===== src/hw/pc_cfr_pkg.sv =====
// Shared definitions for the CFR peak detection front end
// Holds the sample, polar, peak and control structs, the detector slope
// state and the AXI4-Lite register map. Struct widths follow the default
// DATA_WIDTH and ITERATIONS of the top level
package pc_cfr_pkg;

  // Default data path sizes, the top level takes its parameter defaults from these
  localparam int DEF_DATA_WIDTH = 16;
  localparam int DEF_ITERATIONS = 7;

  // Magnitude and thresholds carry one bit more than the I/Q words
  localparam int THR_WIDTH = DEF_DATA_WIDTH + 1;

  // CORDIC gain of 7 micro-rotations, about 1.6467 in Q15
  localparam int CORDIC_GAIN_Q15 = 53959;

  // ********************
  // AXI4-Lite
  // ********************
  localparam int AXI_ADDR_WIDTH = 4;
  localparam int AXI_DATA_WIDTH = 32;
  localparam logic [1:0] RESP_OKAY = 2'b00;
  localparam logic [1:0] RESP_SLVERR = 2'b10;

  typedef enum logic [AXI_ADDR_WIDTH-1:0] {
    REG_CTRL     = 4'h0,
    REG_PD_THR   = 4'h4,
    REG_CLIP_THR = 4'h8
  } reg_addr_e;

  // ********************
  // Data path words
  // ********************
  typedef struct packed {
    logic signed [DEF_DATA_WIDTH-1:0] i;
    logic signed [DEF_DATA_WIDTH-1:0] q;
  } iq_t;

  // Two samples per clock, phase 0 is the earlier one
  typedef struct packed {
    iq_t p1;
    iq_t p0;
  } iq_pair_t;

  // Theta is a signed fraction of pi
  typedef struct packed {
    logic [DEF_DATA_WIDTH:0]        r;
    logic signed [DEF_ITERATIONS:0] theta;
  } polar_t;

  typedef struct packed {
    logic                           valid;
    logic [DEF_DATA_WIDTH:0]        r;
    logic signed [DEF_ITERATIONS:0] theta;
    logic                           phase;
  } peak_t;

  typedef enum logic {
    S_NEG,
    S_POS
  } pd_state_e;

  typedef struct packed {
    logic                 enable;
    logic [THR_WIDTH-1:0] pd_threshold;
    logic [THR_WIDTH-1:0] clipping_threshold;
  } cfr_ctrl_t;

endpackage


===== src/hw/pc_cfr_cordic.sv =====
// Pipelined CORDIC vectoring lane
// Turns one rectangular I/Q sample per clock into magnitude and angle.
// One quadrant stage, ITERATIONS rotation stages and an output register
// give a fixed latency of ITERATIONS+2 cycles
`timescale 1ns/1ps

module pc_cfr_cordic
  import pc_cfr_pkg::*;
#(
  parameter int DATA_WIDTH = 16,
  parameter int ITERATIONS = 7
) (
  input  logic   clk,
  input  logic   rst,
  input  iq_t    sample,
  output polar_t polar
);

  // Two guard bits hold the negated full scale value and the CORDIC gain
  localparam int XW = DATA_WIDTH + 2;
  // Angle accumulator runs with pi at 2^15 and wraps at 2 pi
  localparam int ZW = 16;
  localparam int ZSHIFT = ZW - 1 - ITERATIONS;
  localparam logic signed [ZW-1:0] Z_PI = {1'b1, {(ZW-1){1'b0}}};
  localparam logic signed [ZW-1:0] Z_HALF = ZW'(1 << (ZSHIFT - 1));

  logic signed [XW-1:0] i_ext;
  logic signed [XW-1:0] q_ext;
  logic signed [XW-1:0] x_q[ITERATIONS+1];
  logic signed [XW-1:0] y_q[ITERATIONS+1];
  logic signed [ZW-1:0] z_q[ITERATIONS+1];
  logic signed [ZW-1:0] z_round;

  // atan(2^-k) in units where pi is 2^15
  function automatic logic signed [ZW-1:0] atan_lut(input int k);
    case (k)
      0:       return 16'sd8192;
      1:       return 16'sd4836;
      2:       return 16'sd2555;
      3:       return 16'sd1297;
      4:       return 16'sd651;
      5:       return 16'sd326;
      6:       return 16'sd163;
      7:       return 16'sd81;
      8:       return 16'sd41;
      9:       return 16'sd20;
      10:      return 16'sd10;
      11:      return 16'sd5;
      12:      return 16'sd3;
      13:      return 16'sd1;
      14:      return 16'sd1;
      default: return 16'sd0;
    endcase
  endfunction

  assign i_ext = XW'(sample.i);
  assign q_ext = XW'(sample.q);

  // ********************
  // Rotation pipeline
  // ********************
  always_ff @(posedge clk) begin
    // Left half-plane vectors are mirrored through the origin
    // The pi offset is the same as -pi once the accumulator wraps
    if (i_ext[XW-1]) begin
      x_q[0] <= -i_ext;
      y_q[0] <= -q_ext;
      z_q[0] <= Z_PI;
    end else begin
      x_q[0] <= i_ext;
      y_q[0] <= q_ext;
      z_q[0] <= '0;
    end
    // Each stage drives y toward zero and adds up the angle it turned by
    for (int k = 0; k < ITERATIONS; k++) begin
      if (!y_q[k][XW-1]) begin
        x_q[k+1] <= x_q[k] + (y_q[k] >>> k);
        y_q[k+1] <= y_q[k] - (x_q[k] >>> k);
        z_q[k+1] <= z_q[k] + atan_lut(k);
      end else begin
        x_q[k+1] <= x_q[k] - (y_q[k] >>> k);
        y_q[k+1] <= y_q[k] + (x_q[k] >>> k);
        z_q[k+1] <= z_q[k] - atan_lut(k);
      end
    end
  end

  // Round the accumulator to ITERATIONS+1 bits, a carry past +pi wraps to -pi
  assign z_round = z_q[ITERATIONS] + Z_HALF;

  // ********************
  // Output register
  // ********************
  // Final x is never negative, it is the magnitude times CORDIC_GAIN_Q15
  always_ff @(posedge clk) begin
    if (rst) begin
      polar <= '0;
    end else begin
      polar.r     <= x_q[ITERATIONS][DATA_WIDTH:0];
      polar.theta <= z_round[ZW-1:ZSHIFT];
    end
  end

endmodule


===== src/hw/pc_cfr_pd.sv =====
// Two-phase peak detector
// Finds local magnitude maxima across the interleaved two-phase stream,
// keeps those above the detection threshold and reports the excess over
// the clipping threshold with the angle and phase of the peak sample.
// Latency is 4 cycles from the pair after the peak pair to peak.valid
`timescale 1ns/1ps

module pc_cfr_pd
  import pc_cfr_pkg::*;
#(
  parameter int DATA_WIDTH = 16,
  parameter int ITERATIONS = 7
) (
  input  logic      clk,
  input  logic      rst,
  input  polar_t    polar_p0,
  input  polar_t    polar_p1,
  input  cfr_ctrl_t ctrl,
  output peak_t     peak
);

  // Stage 1 holds the current pair and its larger sample
  logic [DATA_WIDTH:0]        s1_r0;
  logic [DATA_WIDTH:0]        s1_r1;
  logic [DATA_WIDTH:0]        s1_big_r;
  logic signed [ITERATIONS:0] s1_big_theta;
  logic                       s1_big_phase;

  // Larger sample of the previous pair, the candidate peak
  logic [DATA_WIDTH:0]        hold_r;
  logic signed [ITERATIONS:0] hold_theta;
  logic                       hold_phase;

  logic [DATA_WIDTH:0]        det_r;
  logic signed [ITERATIONS:0] det_theta;
  logic                       det_phase;
  logic                       det_valid;

  logic [DATA_WIDTH:0]        qual_r;
  logic signed [ITERATIONS:0] qual_theta;
  logic                       qual_phase;
  logic                       qual_valid;

  pd_state_e                  state_q;
  logic                       pick_p1;
  logic                       rise;

  // Ties go to phase 1
  assign pick_p1 = polar_p1.r >= polar_p0.r;

  // The slope still rises if either sample of the pair reaches the held maximum
  assign rise = (s1_r0 >= hold_r) || (s1_r1 >= hold_r);

  // ********************
  // History
  // ********************
  always_ff @(posedge clk) begin
    s1_r0        <= polar_p0.r;
    s1_r1        <= polar_p1.r;
    s1_big_r     <= pick_p1 ? polar_p1.r : polar_p0.r;
    s1_big_theta <= pick_p1 ? polar_p1.theta : polar_p0.theta;
    s1_big_phase <= pick_p1;
    hold_r       <= s1_big_r;
    hold_theta   <= s1_big_theta;
    hold_phase   <= s1_big_phase;
  end

  // ********************
  // Detection and qualification
  // ********************
  // A peak is the held sample when the slope was rising and the new pair
  // lies entirely below it
  always_ff @(posedge clk) begin
    if (rst) begin
      state_q    <= S_NEG;
      det_valid  <= 1'b0;
      qual_valid <= 1'b0;
    end else begin
      state_q    <= rise ? S_POS : S_NEG;
      det_valid  <= (state_q == S_POS) && !rise;
      qual_valid <= det_valid && ctrl.enable && (det_r > ctrl.pd_threshold);
    end
  end

  always_ff @(posedge clk) begin
    det_r      <= hold_r;
    det_theta  <= hold_theta;
    det_phase  <= hold_phase;
    // Excess over the clipping level is what the cancellation pulse removes
    qual_r     <= det_r - ctrl.clipping_threshold;
    qual_theta <= det_theta;
    qual_phase <= det_phase;
  end

  // Everything but a qualified peak leaves the block as zero
  always_ff @(posedge clk) begin
    if (rst) begin
      peak <= '0;
    end else if (qual_valid) begin
      peak.valid <= 1'b1;
      peak.r     <= qual_r;
      peak.theta <= qual_theta;
      peak.phase <= qual_phase;
    end else begin
      peak <= '0;
    end
  end

endmodule


===== src/hw/pc_cfr_regs.sv =====
// AXI4-Lite register block for the peak detector
// Holds the enable bit, the detection threshold and the clipping
// threshold. Offsets outside the map answer SLVERR
`timescale 1ns/1ps

module pc_cfr_regs
  import pc_cfr_pkg::*;
(
  input  logic                        clk,
  input  logic                        rst,
  input  logic [AXI_ADDR_WIDTH-1:0]   awaddr,
  input  logic                        awvalid,
  output logic                        awready,
  input  logic [AXI_DATA_WIDTH-1:0]   wdata,
  input  logic [AXI_DATA_WIDTH/8-1:0] wstrb,
  input  logic                        wvalid,
  output logic                        wready,
  output logic [1:0]                  bresp,
  output logic                        bvalid,
  input  logic                        bready,
  input  logic [AXI_ADDR_WIDTH-1:0]   araddr,
  input  logic                        arvalid,
  output logic                        arready,
  output logic [AXI_DATA_WIDTH-1:0]   rdata,
  output logic [1:0]                  rresp,
  output logic                        rvalid,
  input  logic                        rready,
  output cfr_ctrl_t                   ctrl
);

  reg_addr_e                 wr_addr;
  reg_addr_e                 rd_addr;
  logic                      wr_hs;
  logic                      rd_hs;
  logic                      wr_ok;
  logic                      rd_ok;
  logic [AXI_DATA_WIDTH-1:0] wr_mask;
  logic [AXI_DATA_WIDTH-1:0] ctrl_word;
  logic [AXI_DATA_WIDTH-1:0] pd_word;
  logic [AXI_DATA_WIDTH-1:0] clip_word;
  logic [AXI_DATA_WIDTH-1:0] ctrl_wr;
  logic [AXI_DATA_WIDTH-1:0] pd_wr;
  logic [AXI_DATA_WIDTH-1:0] clip_wr;
  logic [AXI_DATA_WIDTH-1:0] rd_word;

  // Misaligned offsets miss the enum values and end up unmapped
  assign wr_addr = reg_addr_e'(awaddr);
  assign rd_addr = reg_addr_e'(araddr);

  // Both ready lines pulse together
  assign wready = awready;
  assign wr_hs  = awvalid && awready && wvalid && wready;
  assign rd_hs  = arvalid && arready;

  // Register contents as seen on the bus
  assign ctrl_word = {{(AXI_DATA_WIDTH-1){1'b0}}, ctrl.enable};
  assign pd_word   = {{(AXI_DATA_WIDTH-THR_WIDTH){1'b0}}, ctrl.pd_threshold};
  assign clip_word = {{(AXI_DATA_WIDTH-THR_WIDTH){1'b0}}, ctrl.clipping_threshold};

  always_comb begin
    for (int b = 0; b < AXI_DATA_WIDTH / 8; b++) begin
      wr_mask[8*b +: 8] = {8{wstrb[b]}};
    end
  end

  // Bytes without a strobe keep their old value
  assign ctrl_wr = (ctrl_word & ~wr_mask) | (wdata & wr_mask);
  assign pd_wr   = (pd_word & ~wr_mask) | (wdata & wr_mask);
  assign clip_wr = (clip_word & ~wr_mask) | (wdata & wr_mask);

  // ********************
  // Address decode
  // ********************
  always_comb begin
    case (wr_addr)
      REG_CTRL, REG_PD_THR, REG_CLIP_THR: wr_ok = 1'b1;
      default:                            wr_ok = 1'b0;
    endcase
  end

  always_comb begin
    rd_word = '0;
    rd_ok   = 1'b1;
    case (rd_addr)
      REG_CTRL:     rd_word = ctrl_word;
      REG_PD_THR:   rd_word = pd_word;
      REG_CLIP_THR: rd_word = clip_word;
      default:      rd_ok = 1'b0;
    endcase
  end

  // ********************
  // Registers
  // ********************
  // The new value is live on the cycle after the AW/W handshake
  always_ff @(posedge clk) begin
    if (rst) begin
      ctrl.enable             <= 1'b0;
      ctrl.pd_threshold       <= '1;
      ctrl.clipping_threshold <= '0;
    end else if (wr_hs) begin
      case (wr_addr)
        REG_CTRL:     ctrl.enable <= ctrl_wr[0];
        REG_PD_THR:   ctrl.pd_threshold <= pd_wr[THR_WIDTH-1:0];
        REG_CLIP_THR: ctrl.clipping_threshold <= clip_wr[THR_WIDTH-1:0];
        default:      ctrl.enable <= ctrl.enable;
      endcase
    end
  end

  // ********************
  // Handshakes
  // ********************
  // A new write or read is taken only once the previous response is gone
  always_ff @(posedge clk) begin
    if (rst) begin
      awready <= 1'b0;
      bvalid  <= 1'b0;
      arready <= 1'b0;
      rvalid  <= 1'b0;
    end else begin
      awready <= !awready && !bvalid && awvalid && wvalid;
      arready <= !arready && !rvalid && arvalid;
      if (wr_hs) begin
        bvalid <= 1'b1;
      end else if (bready) begin
        bvalid <= 1'b0;
      end
      if (rd_hs) begin
        rvalid <= 1'b1;
      end else if (rready) begin
        rvalid <= 1'b0;
      end
    end
  end

  always_ff @(posedge clk) begin
    if (wr_hs) begin
      bresp <= wr_ok ? RESP_OKAY : RESP_SLVERR;
    end
    if (rd_hs) begin
      rdata <= rd_word;
      rresp <= rd_ok ? RESP_OKAY : RESP_SLVERR;
    end
  end

endmodule


===== src/hw/pc_cfr_detect.sv =====
// Peak detection front end of the peak-cancellation CFR
// Two CORDIC lanes convert phase 0 and phase 1 to polar form, the peak
// detector combines them, and an AXI4-Lite block holds its settings
`timescale 1ns/1ps

module pc_cfr_detect
  import pc_cfr_pkg::*;
#(
  parameter int DATA_WIDTH = DEF_DATA_WIDTH,
  parameter int ITERATIONS = DEF_ITERATIONS
) (
  input  logic                        clk,
  input  logic                        rst,
  // AXI4-Lite configuration slave
  input  logic [AXI_ADDR_WIDTH-1:0]   awaddr,
  input  logic                        awvalid,
  output logic                        awready,
  input  logic [AXI_DATA_WIDTH-1:0]   wdata,
  input  logic [AXI_DATA_WIDTH/8-1:0] wstrb,
  input  logic                        wvalid,
  output logic                        wready,
  output logic [1:0]                  bresp,
  output logic                        bvalid,
  input  logic                        bready,
  input  logic [AXI_ADDR_WIDTH-1:0]   araddr,
  input  logic                        arvalid,
  output logic                        arready,
  output logic [AXI_DATA_WIDTH-1:0]   rdata,
  output logic [1:0]                  rresp,
  output logic                        rvalid,
  input  logic                        rready,
  // Free-running sample stream, no handshake
  input  iq_pair_t                    samples,
  output peak_t                       peak
);

  polar_t    polar_p0;
  polar_t    polar_p1;
  cfr_ctrl_t ctrl;

  // ********************
  // CORDIC lanes
  // ********************
  pc_cfr_cordic #(
    .DATA_WIDTH(DATA_WIDTH),
    .ITERATIONS(ITERATIONS)
  ) u_cordic_p0 (
    .clk   (clk),
    .rst   (rst),
    .sample(samples.p0),
    .polar (polar_p0)
  );

  pc_cfr_cordic #(
    .DATA_WIDTH(DATA_WIDTH),
    .ITERATIONS(ITERATIONS)
  ) u_cordic_p1 (
    .clk   (clk),
    .rst   (rst),
    .sample(samples.p1),
    .polar (polar_p1)
  );

  // ********************
  // Detector and registers
  // ********************
  pc_cfr_pd #(
    .DATA_WIDTH(DATA_WIDTH),
    .ITERATIONS(ITERATIONS)
  ) u_pd (
    .clk     (clk),
    .rst     (rst),
    .polar_p0(polar_p0),
    .polar_p1(polar_p1),
    .ctrl    (ctrl),
    .peak    (peak)
  );

  pc_cfr_regs u_regs (
    .clk    (clk),
    .rst    (rst),
    .awaddr (awaddr),
    .awvalid(awvalid),
    .awready(awready),
    .wdata  (wdata),
    .wstrb  (wstrb),
    .wvalid (wvalid),
    .wready (wready),
    .bresp  (bresp),
    .bvalid (bvalid),
    .bready (bready),
    .araddr (araddr),
    .arvalid(arvalid),
    .arready(arready),
    .rdata  (rdata),
    .rresp  (rresp),
    .rvalid (rvalid),
    .rready (rready),
    .ctrl   (ctrl)
  );

endmodule


===== config.mk =====
export PLATFORM = sky130hd
export DESIGN_NAME = pc_cfr_detect
export DESIGN_NICKNAME = d
export VERILOG_FILES = /design/src/hw/pc_cfr_pkg.sv /design/src/hw/pc_cfr_cordic.sv /design/src/hw/pc_cfr_pd.sv /design/src/hw/pc_cfr_regs.sv /design/src/hw/pc_cfr_detect.sv
export SDC_FILE = /design/constraint.sdc
export NUM_CORES = 2
export LEC_CHECK = 0
export ABC_CLOCK_PERIOD_IN_PS = 4100
export BUFFER_PORTS_ARGS = -buffer_cell sky130_fd_sc_hd__buf_2
export CAP_MARGIN = 20
export CORE_MARGIN = 5
export CORE_UTILIZATION = 55
export DETAILED_ROUTE_END_ITERATION = 12
export PLACE_DENSITY = 0.72
export SKIP_LAST_GASP = 1
export SYNTH_ARGS = -nofsm -noshare
export SYNTH_HDL_FRONTEND = slang
export SYNTH_HIERARCHICAL = 1
export SYNTH_SLANG_ARGS = --single-unit

===== constraint.sdc =====
create_clock -name clk -period 4.1 [get_ports clk]
set_input_delay 0.41 -clock clk [delete_from_list [all_inputs] [get_ports clk]]
set_output_delay 0.41 -clock clk [all_outputs]
set_load 0.03 [all_outputs]

==> summary by stage <==
Status
The run finished with clean final reports.

Critical path
The startpoint identified for the worst register-to-register timing path is u_cordic_p0/y_q[1][1]$_DFF_P_. Following the worst setup path forward leads to its endpoint at u_cordic_p0/x_q[2][16]$_DFF_P_. The slack of the worst reg-to-reg path is 430 ps. The slowest stage of the critical path is the o41ai_2 cell. The worst register-to-register path ends at u_cordic_p0/x_q[2][16]$_DFF_P_. The endpoint kind of the worst setup timing path is a flip-flop. For the worst setup path, the data required time is 4650 ps. STA puts the critical path data arrival time at 4220 ps. The type of the worst setup path is flip-flop to flip-flop. The delay of the slowest critical-path stage is 470 ps. Traced cell by cell, the critical path runs through inv_1, ha_1, nor2b_1, buf_4, a21oi_1, xnor2_1, ha_1, a21oi_1, o21ai_1, a2111oi_2, o21bai_1, o41ai_2, o31ai_1, xor2_1. The type of element launching the critical path is a flip-flop. The critical-path maximum fanout is 5.

The origin of the worst setup path is u_cordic_p0/y_q[1][1]$_DFF_P_. The worst reg2reg path depth is 14. The count of buffer and inverter cells on the critical path is 2. The largest delay contributor family on the critical path is compound AO/OA/AOI/OAI gates. The cell depth of the worst setup path is 14.

Drt
For this run, the detailed router's first-pass iteration total came to 5. The DRC violation count after routing is 0. After detailed routing, the total wire length is 124,000 um. Dividing the detail-routed wire length by the instance count gives 15.0 um. The routed via count is 45,300. The DRC marker count from the first detailed-route iteration is 2,283.

The post-route antenna net violation count is 0. The via-per-instance ratio is 5.48.

Global routing
The number of global-route vias before repair is 44,400. Global routing consumed, over all layers together, 21.4% of the routing resources. Summed over all layers, the global routing overflow is 0. The first-pass GRT wire length is 207,000 um. The initial antenna violation count is 1. Entering global routing, the biggest net connects 86 pins.

Floorplanning
The core region area is 105,000 um^2. The initial utilization of the core area, before any placement, comes to 55.5%. The area enclosed by the die boundary is 113,000 um^2.

During I/O placement, the number of pins put on the boundary was 183. The initialized floorplan defines 119 standard-cell rows. The die is 336 um wide. The die span in y is 336 um.

Clocking
TritonCTS built the clock tree. The number of CTS-inserted buffers is 99. The number of H-tree levels is 3. The maximum root-to-sink buffer count is 3. The TritonCTS sink count is 946. The later pin in the worst-skew pair is clocked with a latency of 700 ps.

The number of setup buffers added after CTS is 0. After clock tree synthesis, the clock-pin slew on the worst setup and hold paths is 60 ps. The tree is rooted in a clkbuf_16. The count of cells resized by post-cts repair is 0.

STA
Based on the critical path, the design can be clocked at up to 273 MHz. Setup repair after global routing left no endpoint under its margin. The worst path uses 89.4% of the clock period.

The relative max-transition margin is 28.9%. The count of pins over their slew limit came to 0. The shortest clock period the worst path allows after layout is 3670 ps. The setup clock skew after layout is 27.8 ps. The total negative slack is 0 ps. The transition time at the pin with the least slew margin is 1040 ps.

The number of setup violations in the final report is 0. The total count of hold-check failures in the final report came to 0.

Finish
The filler cell count is 9,016. The final layout contains 7,674 nets. The library cells used most frequently in the layout, excluding fill and tap cells, are 927 x dfxtp_1, 714 x ha_1, 587 x nor2_1. The leading cell type in the layout, fill and taps excluded is dfxtp_1.

The post-layout instance area is 64,900 um^2. The post-route netlist has 6.73% of its cells at a drive strength greater than 1. Relative to the synthesized area, the layout overhead comes to 11.0%.

Yosys
The average cell area after synthesis is 8.93 um^2. Of all flip-flops after synthesis, the portion carrying an async set or reset was 0%. The number of flip-flops and latches in the synthesized netlist is 946. By area the synthesized netlist is led by dfxtp_1 32%, ha_1 15%, xnor2_1 8.3%. The combined area of all synthesized cells is 58,500 um^2.

The top cell type by area accounts for 31.7% of the synthesized area. The prevailing post-synth register cell is dfxtp_1. After synthesis, the netlist uses 113 different library cells. The Yosys step of the flow raised 6 warnings. The number of enable-type register cells in the synthesized netlist is 19. Counting every instance in the synthesized netlist gives 6,548. The library cell occupying the most area in the post-synthesis netlist is dfxtp_1. The sequential cell area fraction in the yosys report is 32.7%.

Place
Input and output buffers added on the ports amount to 149. At the end of routability-driven placement, the weighted congestion stood at 0.911. The post-place instance area is 60,700 um^2. The placed wire-length estimate after detailed placement is 97,100 um.

Min path
The path class of the tightest hold or removal check is input pin to flip-flop.

Flow run
The number of violations of the max-capacitance limit is 0.
==> worst min-delay path by stage <==
stage          slack, ps  cells after the start                        from                             to
3_5_place_dp         310                      0  u_pd/hold_theta[1]$_DFF_P_      u_pd/det_theta[1]$_DFF_P_
3_3_place_gp         310                      0   u_pd/s1_big_r[13]$_DFF_P_        u_pd/hold_r[13]$_DFF_P_
6_report              60                      3                  samples[1]  u_cordic_p0/y_q[0][3]$_DFF_P_
2_1_floorplan        310                      0     u_pd/hold_phase$_DFF_P_         u_pd/det_phase$_DFF_P_
5_1_grt               40                      2                   araddr[0]  u_regs/rdata[0]$_SDFFCE_PN0P_
4_1_cts                8                      3                  samples[1]  u_cordic_p0/y_q[0][3]$_DFF_P_
==> through the flow <==
step           hold WS (ps)  setup WS [ps]  utilization, %  instances
2_1_floorplan           310            711               -       6566
3_3_place_gp            311            562            57.6       8009
3_5_place_dp            312            543            57.6       8009
4_1_cts                7.90            488            61.6       8274
5_1_grt                39.3            149            61.6       8275
6_report               58.3            434            61.6       8275
==> cell usage after synthesis, types with 13 or more instances <==
library cell and instances:
nand2b_1 86, xnor2_1 554, buf_1 19, o21ai_0 264, o211ai_1 30, o21ai_1 20
nand4_1 30, or3_1 40, nand3b_1 13, nor2b_1 131, or4_1 23, fa_1 37
nand3_1 99, and2_1 44, a31o_2 13, and3_1 64, ha_1 714, a31oi_1 51
a211o_1 19, nor3_1 185, clkbuf_1 68, buf_4 22, o21a_1 97, a211oi_1 52
dfxtp_1 927, a21oi_1 581, nand2_1 253, a22o_1 20, o41ai_1 28, xor2_1 283
o22ai_1 17, mux2_2 42, nor4_1 48, edfxtp_1 19, o31ai_1 44, mux2i_1 55
a21o_1 179, inv_1 449, o21bai_1 76, nor2_1 587, buf_2 19
==> registers in the layout, indices dropped and copies added, names as in the netlist, 25 cells and up, named ones only <==
| register | flops |
|---|---|
| u_cordic_p1/y_q | 119 |
| u_cordic_p1/polar | 25 |
| u_cordic_p0/y_q | 120 |
| u_cordic_p1/z_q | 74 |
| u_pd/peak | 27 |
| u_cordic_p1/x_q | 142 |
| u_cordic_p0/z_q | 74 |
| u_cordic_p0/x_q | 141 |
| u_cordic_p0/polar | 25 |
==> routing by layer <==
| metal | track usage, % | wire length, um | vias up | share of wire [%] |
|---|---|---|---|---|
| li1 | - | - | 23500 | - |
| met1 | 24.8 | 53300 | 20700 | 43 |
| met2 | 40.2 | 62200 | 855 | 50 |
| met3 | 2.70 | 3880 | 303 | 3.1 |
| met4 | 8.04 | 4650 | 0 | 3.8 |
| met5 | 0 | 0 | - | 0 |
==> what timing repair did <==
item / CTS / global route
endpoints found under the setup margin: 0 / 0
hold endpoints to repair: 101 / 0
hold buffers: 89 / 0
==> tightest hold or removal path: stages <==
cell	delay, ps
buf_2	100
o31ai_1	80
xnor2_1	120
==> final cells by class <==
class | count | area, um^2 | area share [%]
inverter | 454 | 1700 | 2.63
timing repair buffer | 271 | 1900 | 2.93
clock inverter | 37 | 537 | 0.827
multi-input combinational | 5036 | 37100 | 57.2
clock buffer | 139 | 2790 | 4.30
antenna | 1 | 2.50 | 0.00386
tap | 1391 | 1740 | 2.68
sequential | 946 | 19100 | 29.5
==> cell families (layout without fill, tap and decap cells) <==
kind of cell | count (synthesis) | count (layout) | share of synthesized area [%]
xor+xnor | 839 | 839 | 12.6
simple gates | 1690 | 1690 | 14.5
mux | 97 | 97 | 1.75
flops | 946 | 946 | 32.7
compound gates | 1638 | 1638 | 17.9
buf+inv | 584 | 901 | 3.95
other cells | 3 | 22 | 0.0193
fa+ha+maj | 751 | 751 | 16.5
Power is not shown: default switching activity piles up to over one toggle a cycle in this logic, so the estimate is an artifact.
